<file path="config.mk">
export PLATFORM = sky130hd
export DESIGN_NAME = privTop
export DESIGN_NICKNAME = d
export VERILOG_FILES = /design/src/design/privPkg.sv /design/src/design/privDecode.sv /design/src/design/trapUnit.sv /design/src/design/csrFile.sv /design/src/design/privCtrl.sv /design/src/design/privTop.sv
export SDC_FILE = /design/constraint.sdc
export NUM_CORES = 1
export LEC_CHECK = 0
export BUFFER_PORTS_ARGS = -buffer_cell sky130_fd_sc_hd__buf_2
export CORE_MARGIN = 2
export CORE_UTILIZATION = 55
export CTS_BUF_LIST = sky130_fd_sc_hd__clkbuf_16
export CTS_CLUSTER_DIAMETER = 100
export CTS_CLUSTER_SIZE = 30
export DETAILED_ROUTE_END_ITERATION = 7
export PLACE_DENSITY_LB_ADDON = 0.3
export SETUP_SLACK_MARGIN = 0.2
export SYNTH_ARGS = -nofsm -noshare
export SYNTH_HDL_FRONTEND = slang
export SYNTH_SLANG_ARGS = --single-unit
</file>
<file path="constraint.sdc">
create_clock -name clk -period 4.43 [get_ports clk]
set_clock_uncertainty 0.15 [all_clocks]
set_input_delay 0.2215 -clock clk [delete_from_list [all_inputs] [get_ports clk]]
set_output_delay 0.2215 -clock clk [all_outputs]
set_load 0.01 [all_outputs]
</file>
<file path="src/design/privPkg.sv">
// Package with the widths, reset values, enums and packed structs of the privileged unit
package privPkg;

  ////////////////////////////////////////////////////////////
  // Widths and reset values
  ////////////////////////////////////////////////////////////

  localparam int xlenW = 32;
  // Trap vector after reset, direct mode only
  localparam logic [xlenW-1:0] mtvecReset = 32'h0000_0100;

  ////////////////////////////////////////////////////////////
  // Encodings
  ////////////////////////////////////////////////////////////

  // Privilege levels use the same encoding as the MPP field
  typedef enum logic [1:0] {modeU = 2'd0, modeS = 2'd1, modeM = 2'd3} privModeT;

  // Only the CSRs below exist, every other address is illegal
  typedef enum logic [11:0] {
    csrSstatus  = 12'h100, csrStvec  = 12'h105, csrSepc     = 12'h141,
    csrScause   = 12'h142, csrMstatus = 12'h300, csrMedeleg = 12'h302,
    csrMtvec    = 12'h305, csrMscratch = 12'h340, csrMepc   = 12'h341,
    csrMcause   = 12'h342
  } csrAddrT;

  // Decoded operation of the retiring instruction
  typedef enum logic [3:0] {
    opNone = 4'd0, opCsrRw = 4'd1, opCsrRs = 4'd2, opCsrRc = 4'd3, opEcall = 4'd4,
    opEbreak = 4'd5, opMret = 4'd6, opSret = 4'd7, opWfi = 4'd8, opIllegal = 4'd9
  } sysOpT;

  // Exception codes as written into mcause and scause
  typedef enum logic [3:0] {
    causeInstrMisaligned = 4'd0, causeInstrAccess = 4'd1, causeIllegal = 4'd2,
    causeBreakpoint = 4'd3, causeLoadAccess = 4'd5, causeStoreAccess = 4'd7,
    causeEcallU = 4'd8, causeEcallS = 4'd9, causeEcallM = 4'd11
  } causeT;

  ////////////////////////////////////////////////////////////
  // Bundles between the blocks
  ////////////////////////////////////////////////////////////

  typedef struct packed {
    logic instrAccess;
    logic loadAccess;
    logic storeAccess;
  } faultsT;

  // One retiring instruction with its operand and fault flags
  typedef struct packed {
    logic [31:0]      instr;
    logic [xlenW-1:0] pc;
    logic [xlenW-1:0] srcA;
    faultsT           faults;
  } privReqT;

  typedef struct packed {
    sysOpT            op;
    logic [11:0]      csrAddr;
    logic [xlenW-1:0] operand;
    logic             csrWrite;
    logic             illegal;
  } decodeT;

  typedef struct packed {
    logic             take;
    logic             toS;
    causeT            cause;
    logic [xlenW-1:0] nextPc;
  } trapT;

  typedef struct packed {
    logic             trap;
    logic             ret;
    logic [xlenW-1:0] nextPc;
    logic [xlenW-1:0] csrReadVal;
    causeT            cause;
    privModeT         mode;
  } privRspT;

endpackage

</file>
<file path="src/design/privDecode.sv">
// System instruction decoder with CSR operand selection and privilege legality checks
`timescale 1ns/100ps

module privDecode
  import privPkg::*;
(
  input  privReqT  req,
  input  privModeT mode,
  input  logic     tsr,
  output decodeT   dec
);

  logic [2:0]  funct3;
  logic [4:0]  rs1;
  logic        isSystem;
  logic        csrKnown;
  logic        csrBad;
  logic [11:0] addr;

  assign funct3   = req.instr[14:12];
  assign rs1      = req.instr[19:15];
  assign addr     = req.instr[31:20];
  assign isSystem = req.instr[6:0] == 7'b1110011;

  // Classify the word, funct3 zero carries the fixed privileged encodings
  always_comb begin
    dec.op = opNone;
    if (isSystem) begin
      case (funct3)
        3'd1, 3'd5: dec.op = opCsrRw;
        3'd2, 3'd6: dec.op = opCsrRs;
        3'd3, 3'd7: dec.op = opCsrRc;
        3'd0: begin
          // rd and rs1 must be zero for these encodings
          dec.op = opIllegal;
          if (req.instr[19:7] == 13'd0) begin
            case (addr)
              12'h000: dec.op = opEcall;
              12'h001: dec.op = opEbreak;
              12'h302: dec.op = opMret;
              12'h102: dec.op = opSret;
              12'h105: dec.op = opWfi;
              default: dec.op = opIllegal;
            endcase
          end
        end
        default: dec.op = opIllegal;
      endcase
    end
  end

  // Immediate forms take the zero-extended rs1 field as operand
  assign dec.csrAddr  = addr;
  assign dec.operand  = funct3[2] ? {{(xlenW-5){1'b0}}, rs1} : req.srcA;
  // Set and clear with a zero source only read the CSR
  assign dec.csrWrite = (dec.op == opCsrRw) || (rs1 != 5'd0);

  always_comb begin
    case (addr)
      csrSstatus, csrStvec, csrSepc, csrScause, csrMstatus, csrMedeleg,
      csrMtvec, csrMscratch, csrMepc, csrMcause: csrKnown = 1'b1;
      default: csrKnown = 1'b0;
    endcase
  end

  // Address bits 9 to 8 give the lowest mode allowed to touch the CSR
  assign csrBad = !csrKnown || (addr[9:8] > mode);

  assign dec.illegal = (dec.op == opIllegal)
                    || ((dec.op inside {opCsrRw, opCsrRs, opCsrRc}) && csrBad)
                    || (dec.op == opMret && mode != modeM)
                    || (dec.op == opSret && (mode == modeU || (mode == modeS && tsr)))
                    || (dec.op == opWfi && mode == modeU);

endmodule

</file>
<file path="src/design/trapUnit.sv">
// Exception priority, cause selection, delegation and redirect PC for traps and returns
`timescale 1ns/100ps

module trapUnit
  import privPkg::*;
(
  input  decodeT           dec,
  input  logic [xlenW-1:0] pc,
  input  faultsT           faults,
  input  privModeT         mode,
  input  logic [xlenW-1:0] medeleg,
  input  logic [xlenW-1:0] mtvec,
  input  logic [xlenW-1:0] stvec,
  input  logic [xlenW-1:0] mepc,
  input  logic [xlenW-1:0] sepc,
  output trapT             trap
);

  logic  misaligned;
  logic  retSel;
  causeT ecallCause;

  assign misaligned = pc[1:0] != 2'b00;

  // Ecall reports the mode it was executed from
  always_comb begin
    case (mode)
      modeU:   ecallCause = causeEcallU;
      modeS:   ecallCause = causeEcallS;
      default: ecallCause = causeEcallM;
    endcase
  end

  // Fixed priority, the first matching condition wins
  always_comb begin
    trap.take  = 1'b1;
    trap.cause = causeInstrMisaligned;
    if (misaligned)                trap.cause = causeInstrMisaligned;
    else if (faults.instrAccess)   trap.cause = causeInstrAccess;
    else if (dec.illegal)          trap.cause = causeIllegal;
    else if (dec.op == opEbreak)   trap.cause = causeBreakpoint;
    else if (dec.op == opEcall)    trap.cause = ecallCause;
    else if (faults.loadAccess)    trap.cause = causeLoadAccess;
    else if (faults.storeAccess)   trap.cause = causeStoreAccess;
    else                           trap.take  = 1'b0;
  end

  // Delegation never lowers a trap taken from M
  assign trap.toS = trap.take && medeleg[trap.cause] && (mode != modeM);

  // A return only redirects when nothing traps
  assign retSel = (dec.op inside {opMret, opSret}) && !trap.take;

  always_comb begin
    if (trap.take) begin
      trap.nextPc = trap.toS ? stvec : mtvec;
    end else if (retSel) begin
      trap.nextPc = (dec.op == opMret) ? mepc : sepc;
    end else begin
      trap.nextPc = '0;
    end
  end

  // A return that redirects must be allowed in the current mode, mret from M and sret above U
  retLegal: assert final (!(retSel && ((dec.op == opMret) ? (mode != modeM) : (mode == modeU))))
    else $error("return redirected from a mode that may not execute it");

endmodule

</file>
<file path="src/design/csrFile.sv">
// Machine and supervisor CSR registers, read multiplexer, write data and trap state updates
`timescale 1ns/100ps

module csrFile
  import privPkg::*;
(
  input  logic             clk,
  input  logic             arstN,
  input  logic             csrWe,
  input  csrAddrT          csrAddr,
  input  sysOpT            op,
  input  logic [xlenW-1:0] operand,
  input  logic             trapEn,
  input  trapT             trap,
  input  logic [xlenW-1:0] pc,
  input  privModeT         mode,
  input  logic             mretEn,
  input  logic             sretEn,
  output logic [xlenW-1:0] rdata,
  output logic [xlenW-1:0] medeleg,
  output logic [xlenW-1:0] mtvec,
  output logic [xlenW-1:0] stvec,
  output logic [xlenW-1:0] mepc,
  output logic [xlenW-1:0] sepc,
  output privModeT         mpp,
  output logic             spp,
  output logic             tsr
);

  logic [xlenW-1:0] mscratch;
  logic [3:0]       mcause;
  logic [3:0]       scause;
  logic [xlenW-1:0] wdata;
  privModeT         wrMpp;

  ////////////////////////////////////////////////////////////
  // Read side
  ////////////////////////////////////////////////////////////

  // The old value is returned, the write lands at the closing edge
  always_comb begin
    case (csrAddr)
      csrSstatus:  rdata = {23'd0, spp, 8'd0};
      csrMstatus:  rdata = {9'd0, tsr, 9'd0, mpp, 2'd0, spp, 8'd0};
      csrStvec:    rdata = stvec;
      csrSepc:     rdata = sepc;
      csrScause:   rdata = {28'd0, scause};
      csrMedeleg:  rdata = medeleg;
      csrMtvec:    rdata = mtvec;
      csrMscratch: rdata = mscratch;
      csrMepc:     rdata = mepc;
      csrMcause:   rdata = {28'd0, mcause};
      default:     rdata = '0;
    endcase
  end

  // Read-modify-write data for the three CSR flavours
  always_comb begin
    case (op)
      opCsrRs: wdata = rdata | operand;
      opCsrRc: wdata = rdata & ~operand;
      default: wdata = operand;
    endcase
  end

  // MPP value 2 is reserved and falls back to U
  assign wrMpp = (wdata[12:11] == 2'b10) ? modeU : privModeT'(wdata[12:11]);

  ////////////////////////////////////////////////////////////
  // Register updates
  ////////////////////////////////////////////////////////////

  always_ff @(posedge clk or negedge arstN) begin
    if (!arstN) begin
      tsr      <= 1'b0;
      mpp      <= modeU;
      spp      <= 1'b0;
      medeleg  <= '0;
      mtvec    <= mtvecReset;
      stvec    <= '0;
      mscratch <= '0;
      mepc     <= '0;
      sepc     <= '0;
      mcause   <= '0;
      scause   <= '0;
    end else if (trapEn) begin
      // Exceptions save the PC and cause in the target mode's registers
      if (trap.toS) begin
        sepc   <= {pc[xlenW-1:2], 2'b00};
        scause <= trap.cause;
        spp    <= mode[0];
      end else begin
        mepc   <= {pc[xlenW-1:2], 2'b00};
        mcause <= trap.cause;
        mpp    <= mode;
      end
    end else if (mretEn) begin
      mpp <= modeU;
    end else if (sretEn) begin
      spp <= 1'b0;
    end else if (csrWe) begin
      case (csrAddr)
        csrSstatus: spp <= wdata[8];
        csrMstatus: begin
          tsr <= wdata[22];
          mpp <= wrMpp;
          spp <= wdata[8];
        end
        csrMedeleg:  medeleg  <= wdata;
        // Vector and return addresses are kept word aligned
        csrMtvec:    mtvec    <= {wdata[xlenW-1:2], 2'b00};
        csrStvec:    stvec    <= {wdata[xlenW-1:2], 2'b00};
        csrMepc:     mepc     <= {wdata[xlenW-1:2], 2'b00};
        csrSepc:     sepc     <= {wdata[xlenW-1:2], 2'b00};
        csrMscratch: mscratch <= wdata;
        csrMcause:   mcause   <= wdata[3:0];
        csrScause:   scause   <= wdata[3:0];
        default: ;
      endcase
    end
  end

  // A trapping request must never also write a CSR
  csrWeTrapExcl: assert property (@(posedge clk) disable iff (!arstN) !(csrWe && trapEn))
    else $error("csrWe and trapEn high in the same cycle");

endmodule

</file>
<file path="src/design/privCtrl.sv">
// Privilege mode register, per-request strobes and the registered response
`timescale 1ns/100ps

module privCtrl
  import privPkg::*;
(
  input  logic             clk,
  input  logic             arstN,
  input  logic             reqValid,
  input  decodeT           dec,
  input  trapT             trap,
  input  logic [xlenW-1:0] rdata,
  input  privModeT         mpp,
  input  logic             spp,
  output logic             csrWe,
  output logic             trapEn,
  output logic             mretEn,
  output logic             sretEn,
  output privModeT         mode,
  output privRspT          rsp,
  output logic             rspValid
);

  logic     csrOp;
  privModeT nextMode;

  assign csrOp = dec.op inside {opCsrRw, opCsrRs, opCsrRc};

  // Strobes only fire for a valid request, and a trap blocks all others
  assign trapEn = reqValid && trap.take;
  assign csrWe  = reqValid && csrOp && dec.csrWrite && !trap.take;
  assign mretEn = reqValid && (dec.op == opMret) && !trap.take;
  assign sretEn = reqValid && (dec.op == opSret) && !trap.take;

  always_comb begin
    if (trapEn)      nextMode = trap.toS ? modeS : modeM;
    else if (mretEn) nextMode = mpp;
    else if (sretEn) nextMode = privModeT'({1'b0, spp});
    else             nextMode = mode;
  end

  // Mode moves at the same edge as the CSR updates
  always_ff @(posedge clk or negedge arstN) begin
    if (!arstN) begin
      mode     <= modeM;
      rspValid <= 1'b0;
    end else begin
      mode     <= nextMode;
      rspValid <= reqValid;
    end
  end

  always_ff @(posedge clk) begin
    if (reqValid) begin
      rsp.trap       <= trap.take;
      rsp.ret        <= mretEn || sretEn;
      rsp.nextPc     <= trap.nextPc;
      rsp.csrReadVal <= (csrOp && !trap.take) ? rdata : '0;
      rsp.cause      <= trap.cause;
      rsp.mode       <= nextMode;
    end
  end

  modeNotReserved: assert property (@(posedge clk) disable iff (!arstN) mode != privModeT'(2'b10))
    else $error("mode holds reserved value 2");
  rspKnown: assert property (@(posedge clk) disable iff (!arstN)
    rspValid |-> !$isunknown(rsp)) else $error("response holds unknown bits");

endmodule

</file>
<file path="src/design/privTop.sv">
// Top level of the privileged unit wiring decode, trap unit, CSR file and control
`timescale 1ns/100ps

module privTop
  import privPkg::*;
(
  input  logic     clk,
  input  logic     arstN,
  input  privReqT  req,
  input  logic     reqValid,
  output privRspT  rsp,
  output logic     rspValid,
  output privModeT mode
);

  decodeT           dec;
  trapT             trap;
  logic [xlenW-1:0] rdata, medeleg, mtvec, stvec, mepc, sepc;
  privModeT         mpp;
  logic             spp, tsr;
  logic             csrWe, trapEn, mretEn, sretEn;

  privDecode uDecode (.req, .mode, .tsr, .dec);

  trapUnit uTrap (
    .dec, .pc(req.pc), .faults(req.faults), .mode,
    .medeleg, .mtvec, .stvec, .mepc, .sepc, .trap
  );

  csrFile uCsr (
    .clk, .arstN, .csrWe, .csrAddr(csrAddrT'(dec.csrAddr)), .op(dec.op),
    .operand(dec.operand), .trapEn, .trap, .pc(req.pc), .mode, .mretEn, .sretEn,
    .rdata, .medeleg, .mtvec, .stvec, .mepc, .sepc, .mpp, .spp, .tsr
  );

  privCtrl uCtrl (
    .clk, .arstN, .reqValid, .dec, .trap, .rdata, .mpp, .spp,
    .csrWe, .trapEn, .mretEn, .sretEn, .mode, .rsp, .rspValid
  );

endmodule

</file>
# Word level (Yosys, flattened, before mapping)
# Cells that the tools add are included.
# W data, S select, Z words.
[word_totals]
in_bits = 102
ramBits = 0
latch_bits = 0
output_inout_bits = 75
mem_count = 0
romBits = 0
ff_bits = 275
word_cells = 193
[classes]
addsub = 0
div = 0
bitwise_logic = 6
reduce_logical = 60
multipliers = 0
n_shift = 0
mux = 70
eq_ne = 36
magnitude_cmp = 2
[op_table]
columns = ["cell", "count"]
rows = [
  ["$mux W32", 17],
  ["$pmux W32 S10", 1],
  ["$mux W4", 20],
  ["$eq A12 B10 Y1 const B", 6],
  ["$pmux W32 S2", 1],
  ["$eq A12 B9 Y1 const B", 5],
  ["$reduce_and A5 Y1", 9],
  ["$and A32 B32 Y32", 1],
  ["$not A32 Y32", 1],
  ["$or A32 B32 Y32", 1],
  ["$mux W2", 11],
  ["$pmux W4 S5", 1],
  ["$logic_and A1 B1 Y1", 17],
  ["$eq A4 B3 Y1 const B", 4],
  ["$pmux W4 S4", 1],
  ["$mux W1", 15],
  ["$reduce_bool A3 Y1", 5],
  ["$reduce_bool A2 Y1", 7],
  ["$logic_not A13 Y1", 1],
  ["$eq A12 B1 Y1 const B", 1],
  ["$logic_not A12 Y1", 1],
  ["$reduce_or A10 Y1", 1],
  ["$eq A3 B3 Y1 const B", 3],
  ["$eq A4 B2 Y1 const B", 2],
  ["other kinds (23)", 42],
]

# Logic depth before layout (Yosys ltp)
# Gate-level depths: netlist (run 1).
[depth]
word_depth = 21
ltp_mapped = 17

# Cells and area by module
# From an unflattened synthesis (run 1), not the netlist that was laid out.
[unflattened]
hier_cells = 1614
area_unflattened_um2 = 14919.3
[modules_own_cells]
columns = ["module", "cells_each", "instances", "seq_area_each_um2", "area_each_um2"]
rows = [
  ["csrFile", 1128, 1, 4906.0, 10153.5],
  ["privCtrl", 127, 1, 2239.6, 2596.2],
  ["trapUnit", 255, 1, 0.0, 1465.2],
  ["privDecode", 104, 1, 0.0, 704.4],
]

# Worst setup path after synthesis (run 1)
# OpenSTA, ideal clock, no wires.
[synth_timing]
kind = "register -> register"
from = "reg uCtrl.mode[1]"
to = "reg uCsr.sepc[21]"
t_arrival_ns = 3.549
slack_ns = 0.606
stages_incl_launch_ff = 18
n_path_buf = 4
required_time_ns = 4.155
cell_sequence = "dfstp_2 clkbuf_1 inv_1 ha_1 nor2b_1 a2bb2oi_1 nor2_1 a31oi_1 nor2_1 nand2_1 or4b_1 clkbuf_1 nor2_1 buf_2 nand2_1 o21ai_1 buf_2 mux2_2"
[synth_via]
elab_chain_cells = 16
elab_cells_between_ends = 40
[synth_lines]
columns = ["element", "line", "rtl"]
rows = [
  ["from (decl)", "privCtrl.sv:19", "output privModeT mode,"],
  ["from (signal assigned)", "privCtrl.sv:45", "mode <= modeM;"],
  ["from (signal assigned)", "privCtrl.sv:48", "mode <= nextMode;"],
  ["$gt A2 B2 Y1", "privDecode.sv:67", "assign csrBad = !csrKnown || (addr[9:8] > mode);"],
  ["$logic_or A1 B1 Y1", "privDecode.sv:67", ""],
  ["$logic_and A1 B1 Y1", "privDecode.sv:70", "|| ((dec.op inside {opCsrRw, opCsrRs, opCsrRc}) && csrBad)"],
  ["$logic_or A1 B1 Y1", "privDecode.sv:70", ""],
  ["$logic_or A1 B1 Y1", "privDecode.sv:71", "|| (dec.op == opMret && mode != modeM)"],
  ["$logic_or A1 B1 Y1", "privDecode.sv:72", "|| (dec.op == opSret && (mode == modeU || (mode == modeS && tsr)))"],
  ["$logic_or A1 B1 Y1", "privDecode.sv:73", "|| (dec.op == opWfi && mode == modeU);"],
  ["$mux W4", "trapUnit.sv:40", "else if (dec.illegal) trap.cause = causeIllegal;"],
  ["$mux W4", "trapUnit.sv:39", "else if (faults.instrAccess) trap.cause = causeInstrAccess;"],
  ["$mux W4", "trapUnit.sv:38", "if (misaligned) trap.cause = causeInstrMisaligned;"],
  ["$bmux W1 S4", "trapUnit.sv:49", "assign trap.toS = trap.take && medeleg[trap.cause] && (mode != modeM);"],
  ["$mux W1 (implied by the code)", "trapUnit.sv:49", ""],
  ["$logic_and A1 B1 Y1 (2 in a row)", "trapUnit.sv:49", ""],
  ["$ne A2 B1 Y1 (no line)", "-", ""],
  ["$reduce_and A5 Y1 (no line)", "-", ""],
  ["to (signal assigned)", "csrFile.sv:89", "sepc <= {pc[xlenW-1:2], 2'b00};"],
  ["to (signal assigned)", "csrFile.sv:114", "csrSepc: sepc <= {wdata[xlenW-1:2], 2'b00};"],
  ["to (decl)", "csrFile.sv:24", "output logic [xlenW-1:0] sepc,"],
]
# Parallel ways exist; a longest one is shown, timed or not. The select of a mux whose other input is x is not followed.
# A chain may end at the register's enable or synchronous reset.

==> impl_metrics.csv, run 1 <==
group,metric,value,unit
outcome,outcome,"complete, but fails checks",
outcome,violations,"hold timing",
synth,yosys.area_share.simple,12.9,%
routing,dr.first_iter.drc_count,1173,
cells_and_area,layout-drive-gt1-share,21.4,%
routing,ant_nets,0,
floorplan,fp.dieW,159,µm
synth,yosysMostFrequentCell,"sky130_fd_sc_hd__dfrtp_1",
min_path,hold_path.class,"in2reg",
synth,syn-instance-count,1282,
synth,synth-adder-area-share,0.188,%
synth,ys_seq_area_share,53.3,%
synth,fraction_of_synthesized_cell_area_taken_by_the_top_area_cell_type,36.9,%
synth,synth-edff-count,70,
global_routing,grt_start_max_net_pins,118,
clock_tree,clkLatencyLatePin,0.51,ns
clock_tree,cts-buffers-inserted,13,
sta,slew_viol_final,0,
cells_and_area,summed_area_of_non_filler_cells_in_the_final_layout,15200,µm²
synth,synth_cell_type_count,66,
synth,synth.largest_area_cell,"sky130_fd_sc_hd__dfrtp_1",
sta,final-setup-viol-count,0,
synth,postSynthRegisterBits,269,
global_routing,grt_first_pass_wirelength,61000,µm
synth,synth_compound_area_share,19.1,%
routing,route.final.wire_length,39000,µm
clock_tree,clk_root_buffer_cell,"sky130_fd_sc_hd__clkbuf_16",
sta,post_route_worst_hold_slack,-0.00782,ns
floorplan,die_h,159,µm
sta,hold_viol_final,1,
sta,setup_total_neg_slack,0,ns
setup_path,crit_fanout,24,
routing,drt_drc_violations_left,0,
cells_and_area,nNetsFinal,1542,
sta,post-route-min-period,4.05,ns
routing,via_per_inst,6.30,
clock_tree,cts.reportedPaths.clkPinSlew,0.12,ns
setup_path,r2r-start,"uCtrl.mode[1]",
min_path,min_to,"uCsr.mepc[29]",
routing,router_iterations_before_antenna_repair,8,
global_routing,gr-usage-all-layers,30.2,%
placement,hpwlAfterDp,24800,µm
placement,portBuffers,174,
sta,max_slew.worst_pin.slew,0.961,ns
cells_and_area,syn_to_final_growth,14.6,%
clock_tree,clock_sink_count,269,
placement,post_dp_cell_area,14700,µm²
sta,layout_worst_path_cycle_share,91.4,%
sta,max_freq,0.247,GHz
pwr,power_density,304,nW/µm²
setup_path,worst_ep_arrival_time,4.30,ns
clock_tree,clockBufferDepth,3,
synth,yosys_most_used_dff,"sky130_fd_sc_hd__dfrtp_1",
floorplan,fp.dieArea,25400,µm²
synth,synth_xor_xnor_area_share,0.0659,%
setup_path,ff2ff_setup_slack,0.38,ns
floorplan,row_count,56,
sta,rsz0062_at_grt,"no",
placement,routabilityCongestion,0.926,
routing,vias,11102,
routing,wire_per_inst,22.1,µm
setup_path,critical_path.reg2reg.endpoint,"uCsr.sepc[28]",
setup_path,reg2regPathDepth,16,
pwr,p_leak,6.55,nW
global_routing,initial_antenna_violation_count,0,
global_routing,grt_overflow,0,
setup_path,crit_path_end_kind,"flop",
clock_tree,tritoncts,"done",
synth,synth-async-reset-ratio,74.0,%
synth,post_synth.cell_area_avg,10.4,µm²
synth,muxShareOfSynthArea,11.2,%
floorplan,floorplan.initialDensity,56.3,%
pwr,vdd_ir_drop_max,0.244,mV
synth,synth_warnings,0,
global_routing,first_global_vias,10940,
floorplan,floorplan.core_area,23600,µm²
job,maxCapViolations,0,
setup_path,critical_path_class,"reg2reg",
min_path,hold_start,"req[64]",
synth,synth_top_cells_by_area,"sky130_fd_sc_hd__dfrtp_1, sky130_fd_sc_hd__edfxtp_1, sky130_fd_sc_hd__o21ai_0",
cells_and_area,diode_insertion_count_for_antenna_repair,0,
synth,post_synth_most_frequent_cells,"sky130_fd_sc_hd__dfrtp_1, sky130_fd_sc_hd__nand2_1, sky130_fd_sc_hd__o21ai_0",
synth,mappedNetlistArea,13300,µm²
floorplan,io_pins,177,
min_path,worstHoldPathCells,4,
setup_path,cp.required,4.67,ns
setup_path,timing.critical_path.from_type,"flop",
synth,synth_top_family_by_area,"compound AO/OA/AOI/OAI gates",
clock_tree,cts_htree_levels,1,
sta,slew-limit-headroom,35.4,%
report_power, final:
group	total [W]	switching [W]	internal [W]
clock network	0.00142	0.000824	0.000598
registers	0.00274	0.0000841	0.00266
logic	0.000468	0.000271	0.000196
per-layer routing:
metal	GRT usage, %	wire length [µm]
met4	10.2	1230
met5	0	0
met2	49.2	18400
met1	41.5	15900
met3	5.11	3540
state kept, by name, indices dropped and copies added (netlist names):
register	cells
uCsr.mcause	4
uCsr.medeleg	32
uCsr.mepc	30
uCsr.mpp	2
uCsr.mscratch	32
uCsr.mtvec	30
uCsr.scause	4
uCsr.sepc	30
uCsr.spp	1
uCsr.stvec	30
uCsr.tsr	1
uCtrl.mode	2
uCtrl.rsp	70
uCtrl.rspValid	1
timing repair:
item / in CTS / in global routing
buffers inserted: 0 / 3
gates resized for setup: 1 / 5
pin swaps: 0 / 0
setup endpoints to repair: 3 / 180
hold buffers: 13 / 0
hold endpoints to repair: 131 / 0
worst max-delay path, stage by stage, from the launching register on:
cell	delay (ns)
sky130_fd_sc_hd__dfstp_2	0.60
sky130_fd_sc_hd__inv_1	0.13
sky130_fd_sc_hd__ha_1	0.31
sky130_fd_sc_hd__nor2b_1	0.13
sky130_fd_sc_hd__a2bb2oi_1	0.12
sky130_fd_sc_hd__nor2_1	0.09
sky130_fd_sc_hd__a31oi_1	0.10
sky130_fd_sc_hd__nor2_2	0.22
sky130_fd_sc_hd__nand2_1	0.16
sky130_fd_sc_hd__o21a_1	0.30
sky130_fd_sc_hd__a221oi_1	0.30
sky130_fd_sc_hd__o22ai_1	0.19
sky130_fd_sc_hd__o21ai_4	0.27
sky130_fd_sc_hd__buf_6	0.24
sky130_fd_sc_hd__o21ai_4	0.08
sky130_fd_sc_hd__buf_12	0.20
sky130_fd_sc_hd__mux2_1	0.32
layout make-up:
cell class / count / area (µm²)
tap: 319 / 399
timing repair buffer: 236 / 1420
sequential: 269 / 7090
fill: 1937 / 8390
multi-input combinational: 910 / 5890
clock inverter: 7 / 50.0
inverter: 8 / 30.0
clock buffer: 14 / 350
kinds of logic (layout without fill, tap and decap cells):
family          after synthesis  in the layout
flops                       269            269
mux                         140            140
compound gates              393            393
fa+ha+maj                     2              2
simple gates                372            372
xor+xnor                      1              1
buf+inv                     104            265
other cells                   1              2
cells in the final DEF (no fill, tap or decap), types with 14 or more instances in the layout:
cell type,instances
sky130_fd_sc_hd__buf_4,46
sky130_fd_sc_hd__buf_2,172
sky130_fd_sc_hd__nor2b_1,32
sky130_fd_sc_hd__dfrtp_1,196
sky130_fd_sc_hd__nor2_1,84
sky130_fd_sc_hd__o22ai_1,31
sky130_fd_sc_hd__nand2_1,155
sky130_fd_sc_hd__a221o_1,26
sky130_fd_sc_hd__a22o_1,52
sky130_fd_sc_hd__edfxtp_1,70
sky130_fd_sc_hd__nor3_1,39
sky130_fd_sc_hd__clkbuf_16,14
sky130_fd_sc_hd__mux2i_1,68
sky130_fd_sc_hd__a21oi_1,92
sky130_fd_sc_hd__mux2_1,37
sky130_fd_sc_hd__mux2_2,35
sky130_fd_sc_hd__o21ai_0,139
how the worst max path moves through the flow:
stage	end	slack, ns	start
3_3_place_gp	uCsr.sepc[17]	0.26	req[81]
4_1_cts	uCsr.mcause[0]	0.23	uCtrl.mode[1]
3_5_place_dp	uCsr.sepc[27]	0.10	req[81]
6_report	uCsr.sepc[28]	0.38	uCtrl.mode[1]
5_1_grt	uCsr.sepc[25]	0.22	uCtrl.mode[1]
2_1_floorplan	uCsr.sepc[21]	0.61	uCtrl.mode[1]
through the flow:
stage | util, % | setup slack (ns) | power (W) | std cells
3_3_place_gp | 62.0 | 0.258 | 0.00322 | 1726
3_5_place_dp | 62.0 | 0.102 | 0.00324 | 1726
2_1_floorplan | - | 0.606 | 0.00302 | 1283
4_1_cts | 64.3 | 0.225 | 0.00464 | 1760
5_1_grt | 64.5 | 0.219 | 0.00478 | 1763
6_report | 64.5 | 0.379 | 0.00463 | 1763
Power figures use the tool's default switching activity.
==> inputs of run 2 (changes only) <==
==> constraint.sdc (replaced) <==
create_clock -name clk -period 4.43 [get_ports clk]
set_clock_uncertainty 0.15 [all_clocks]
set_input_delay 0.443 -clock clk [delete_from_list [all_inputs] [get_ports clk]]
set_output_delay 0.443 -clock clk [all_outputs]
set_load 0.01 [all_outputs]
==> run 2 against run 1 <==
The run now ends clean. Combinational power shrank 1%. Largest cell class unchanged. Register-to-register slack gained 0.08 ns. Critical path type unchanged. Largest power group unchanged. Global-route usage grew 0.35 points. Utilization shrank 0.41 points. Cell area shrank 0.63%. Maximum frequency grew 2.1%. Critical path depth shrank 1. Cell count shrank 0.51%. Critical endpoint is now uCtrl.rsp[69]. Setup slack gained 0.083 ns. Clock power shrank 9%.
==> impl_metrics.csv, run 2 (synthesis gave the netlist of run 1 again) <==
group,metric,value,unit
floorplan,fp.dieArea,25400,µm²
min_path,hold_path.class,"in2reg",
floorplan,floorplan.core_area,23600,µm²
floorplan,floorplan.initialDensity,56.3,%
cells_and_area,regMostFlops,"uCtrl.rsp",
clock_tree,cts_htree_levels,1,
global_routing,initial_antenna_violation_count,0,
global_routing,gr-usage-all-layers,30.6,%
sta,slew-limit-headroom,28.8,%
cells_and_area,layout_commonest_cell,"sky130_fd_sc_hd__dfrtp_1",
floorplan,fp.dieW,159,µm
cells_and_area,layout-drive-gt1-share,21.5,%
sta,setup_total_neg_slack,0,ns
routing,route.final.wire_length,39200,µm
cells_and_area,largest_register_ffs,70,
sta,slew_viol_final,0,
pwr,p_leak,6.52,nW
cells_and_area,largest_registers,"uCtrl.rsp: 70 flops, uCsr.medeleg: 32 flops, uCsr.mscratch: 32 flops",
clock_tree,clockBufferDepth,3,
floorplan,die_h,159,µm
setup_path,reg2regPathDepth,15,
cells_and_area,nNetsFinal,1533,
routing,vias,11053,
routing,wire_per_inst,22.3,µm
sta,max_slew.worst_pin.slew,1.06,ns
cells_and_area,mostFrequentLayoutCells,"sky130_fd_sc_hd__dfrtp_1, sky130_fd_sc_hd__buf_2, sky130_fd_sc_hd__nand2_1, sky130_fd_sc_hd__o21ai_0, sky130_fd_sc_hd__a21oi_1",
routing,ant_nets,0,
setup_path,worst_ep_arrival_time,4.04,ns
setup_path,timing.critical_path.from_type,"flop",
pwr,vdd_ir_drop_max,0.219,mV
cells_and_area,syn_to_final_growth,13.8,%
pwr,power_density,297,nW/µm²
sta,layout_worst_path_cycle_share,89.6,%
placement,hpwlAfterDp,25000,µm
outcome,outcome,"completed",
clock_tree,clock_sink_count,269,
sta,max_freq,0.252,GHz
clock_tree,tritoncts,"done",
clock_tree,clk_root_buffer_cell,"sky130_fd_sc_hd__clkbuf_16",
floorplan,io_pins,177,
global_routing,grt_start_max_net_pins,112,
job,maxCapViolations,0,
sta,post-route-min-period,3.97,ns
cells_and_area,diode_insertion_count_for_antenna_repair,0,
global_routing,grt_first_pass_wirelength,61100,µm
sta,final-setup-viol-count,0,
setup_path,critical_path.reg2reg.endpoint,"uCtrl.rsp[69]",
sta,post_route_worst_hold_slack,0.128,ns
setup_path,crit_fanout,11,
placement,routabilityCongestion,0.909,
setup_path,critical_path_class,"reg2reg",
setup_path,r2r-start,"uCtrl.mode[1]",
placement,post_dp_cell_area,14700,µm²
routing,dr.first_iter.drc_count,1150,
clock_tree,cts-buffers-inserted,12,
clock_tree,cts.reportedPaths.clkPinSlew,0.12,ns
cells_and_area,utilization,64.1,%
routing,router_iterations_before_antenna_repair,5,
setup_path,cp.required,4.50,ns
setup_path,ff2ff_setup_slack,0.46,ns
min_path,min_to,"uCtrl.rspValid",
global_routing,first_global_vias,10978,
clock_tree,clkLatencyLatePin,0.49,ns
sta,hold_viol_final,0,
floorplan,row_count,56,
min_path,worstHoldPathCells,1,
global_routing,grt_overflow,0,
routing,via_per_inst,6.30,
cells_and_area,summed_area_of_non_filler_cells_in_the_final_layout,15100,µm²
placement,portBuffers,174,
setup_path,crit_path_end_kind,"flop",
min_path,hold_start,"reqValid",
routing,drt_drc_violations_left,0,
sta,rsz0062_at_grt,"no",
run 2: cell types whose count changed in the layout (fill, tap and decap cells not counted):
cell / previous run / this run
sky130_fd_sc_hd__buf_12: 3 / 7
sky130_fd_sc_hd__a22o_2: 1 / 0
sky130_fd_sc_hd__a221oi_1: 2 / 3
sky130_fd_sc_hd__clkbuf_16: 14 / 13
sky130_fd_sc_hd__a22o_1: 52 / 53
sky130_fd_sc_hd__a221oi_2: 1 / 0
sky130_fd_sc_hd__inv_8: 1 / 0
sky130_fd_sc_hd__dlygate4sd3_1: 13 / 1
sky130_fd_sc_hd__inv_16: 1 / 0
sky130_fd_sc_hd__inv_1: 13 / 15
run 2: worst max-delay path: stages (launching register included):
cell and delay [ns]:
sky130_fd_sc_hd__dfstp_2 0.57, sky130_fd_sc_hd__inv_1 0.13, sky130_fd_sc_hd__ha_1 0.32, sky130_fd_sc_hd__nor2b_1 0.13, sky130_fd_sc_hd__a2bb2oi_1 0.13, sky130_fd_sc_hd__nor2_1 0.08, sky130_fd_sc_hd__a31oi_1 0.10, sky130_fd_sc_hd__nor2_2 0.22
sky130_fd_sc_hd__nand2_1 0.16, sky130_fd_sc_hd__o21a_1 0.29, sky130_fd_sc_hd__a221oi_1 0.24, sky130_fd_sc_hd__o22ai_1 0.19, sky130_fd_sc_hd__o21ai_4 0.30, sky130_fd_sc_hd__buf_4 0.30, sky130_fd_sc_hd__mux2i_1 0.23, sky130_fd_sc_hd__o22ai_1 0.13
run 2: worst max path at each step:
stage / from / endpoint / slack, ns / cells after the start
final: uCtrl.mode[1] / uCtrl.rsp[69] / 0.46 / 15
after global routing: uCtrl.mode[1] / uCtrl.rsp[55] / 0.28 / 15
after CTS: uCtrl.mode[1] / uCsr.sepc[9] / 0.26 / 16
after detailed placement: req[81] / uCsr.mtvec[14] / 0.11 / 14
after global placement: req[81] / uCsr.sepc[7] / 0.19 / 13
after floorplan: req[81] / uCsr.mepc[10] / 0.48 / 15
run 2: stage by stage:
stage	total power (W)	cells	worst slack [ns]
after floorplan	0.00302	1283	0.483
after global placement	0.00323	1730	0.188
after detailed placement	0.00324	1730	0.107
after CTS	0.00451	1751	0.258
after global routing	0.00467	1754	0.278
final	0.00450	1754	0.462
run 2: power by group:
group          switching [W]  internal, W
Sequential         0.0000835      0.00266
Clock               0.000755     0.000540
Combinational       0.000270     0.000192
run 2: cell type report:
| cell class | count | area, µm² |
|---|---|---|
| sequential | 269 | 7090 |
| fill | 1964 | 8480 |
| inverter | 8 | 30.0 |
| multi-input combinational | 910 | 5880 |
| tap | 319 | 399 |
| clock buffer | 13 | 325 |
| clock inverter | 7 | 26.3 |
| timing repair buffer | 228 | 1380 |
run 2: timing repair:
item | CTS | global route
setup buffers | 0 | 3
gates resized for setup | 1 | 3
hold endpoints to repair | 108 | 0
hold buffers | 1 | 0
pin swaps | 0 | 0
cloned | 0 | 0
setup endpoints to repair | 79 | 186
run 2: metal layers:
metal  track usage (%)  routed length, µm  up-vias
met5                 0                  0        -
met4              11.2               1260        0
met3              5.31               3690       95
met2              49.7              18600      627
met1              41.5              15700     5328
li1                  -                  -     5003
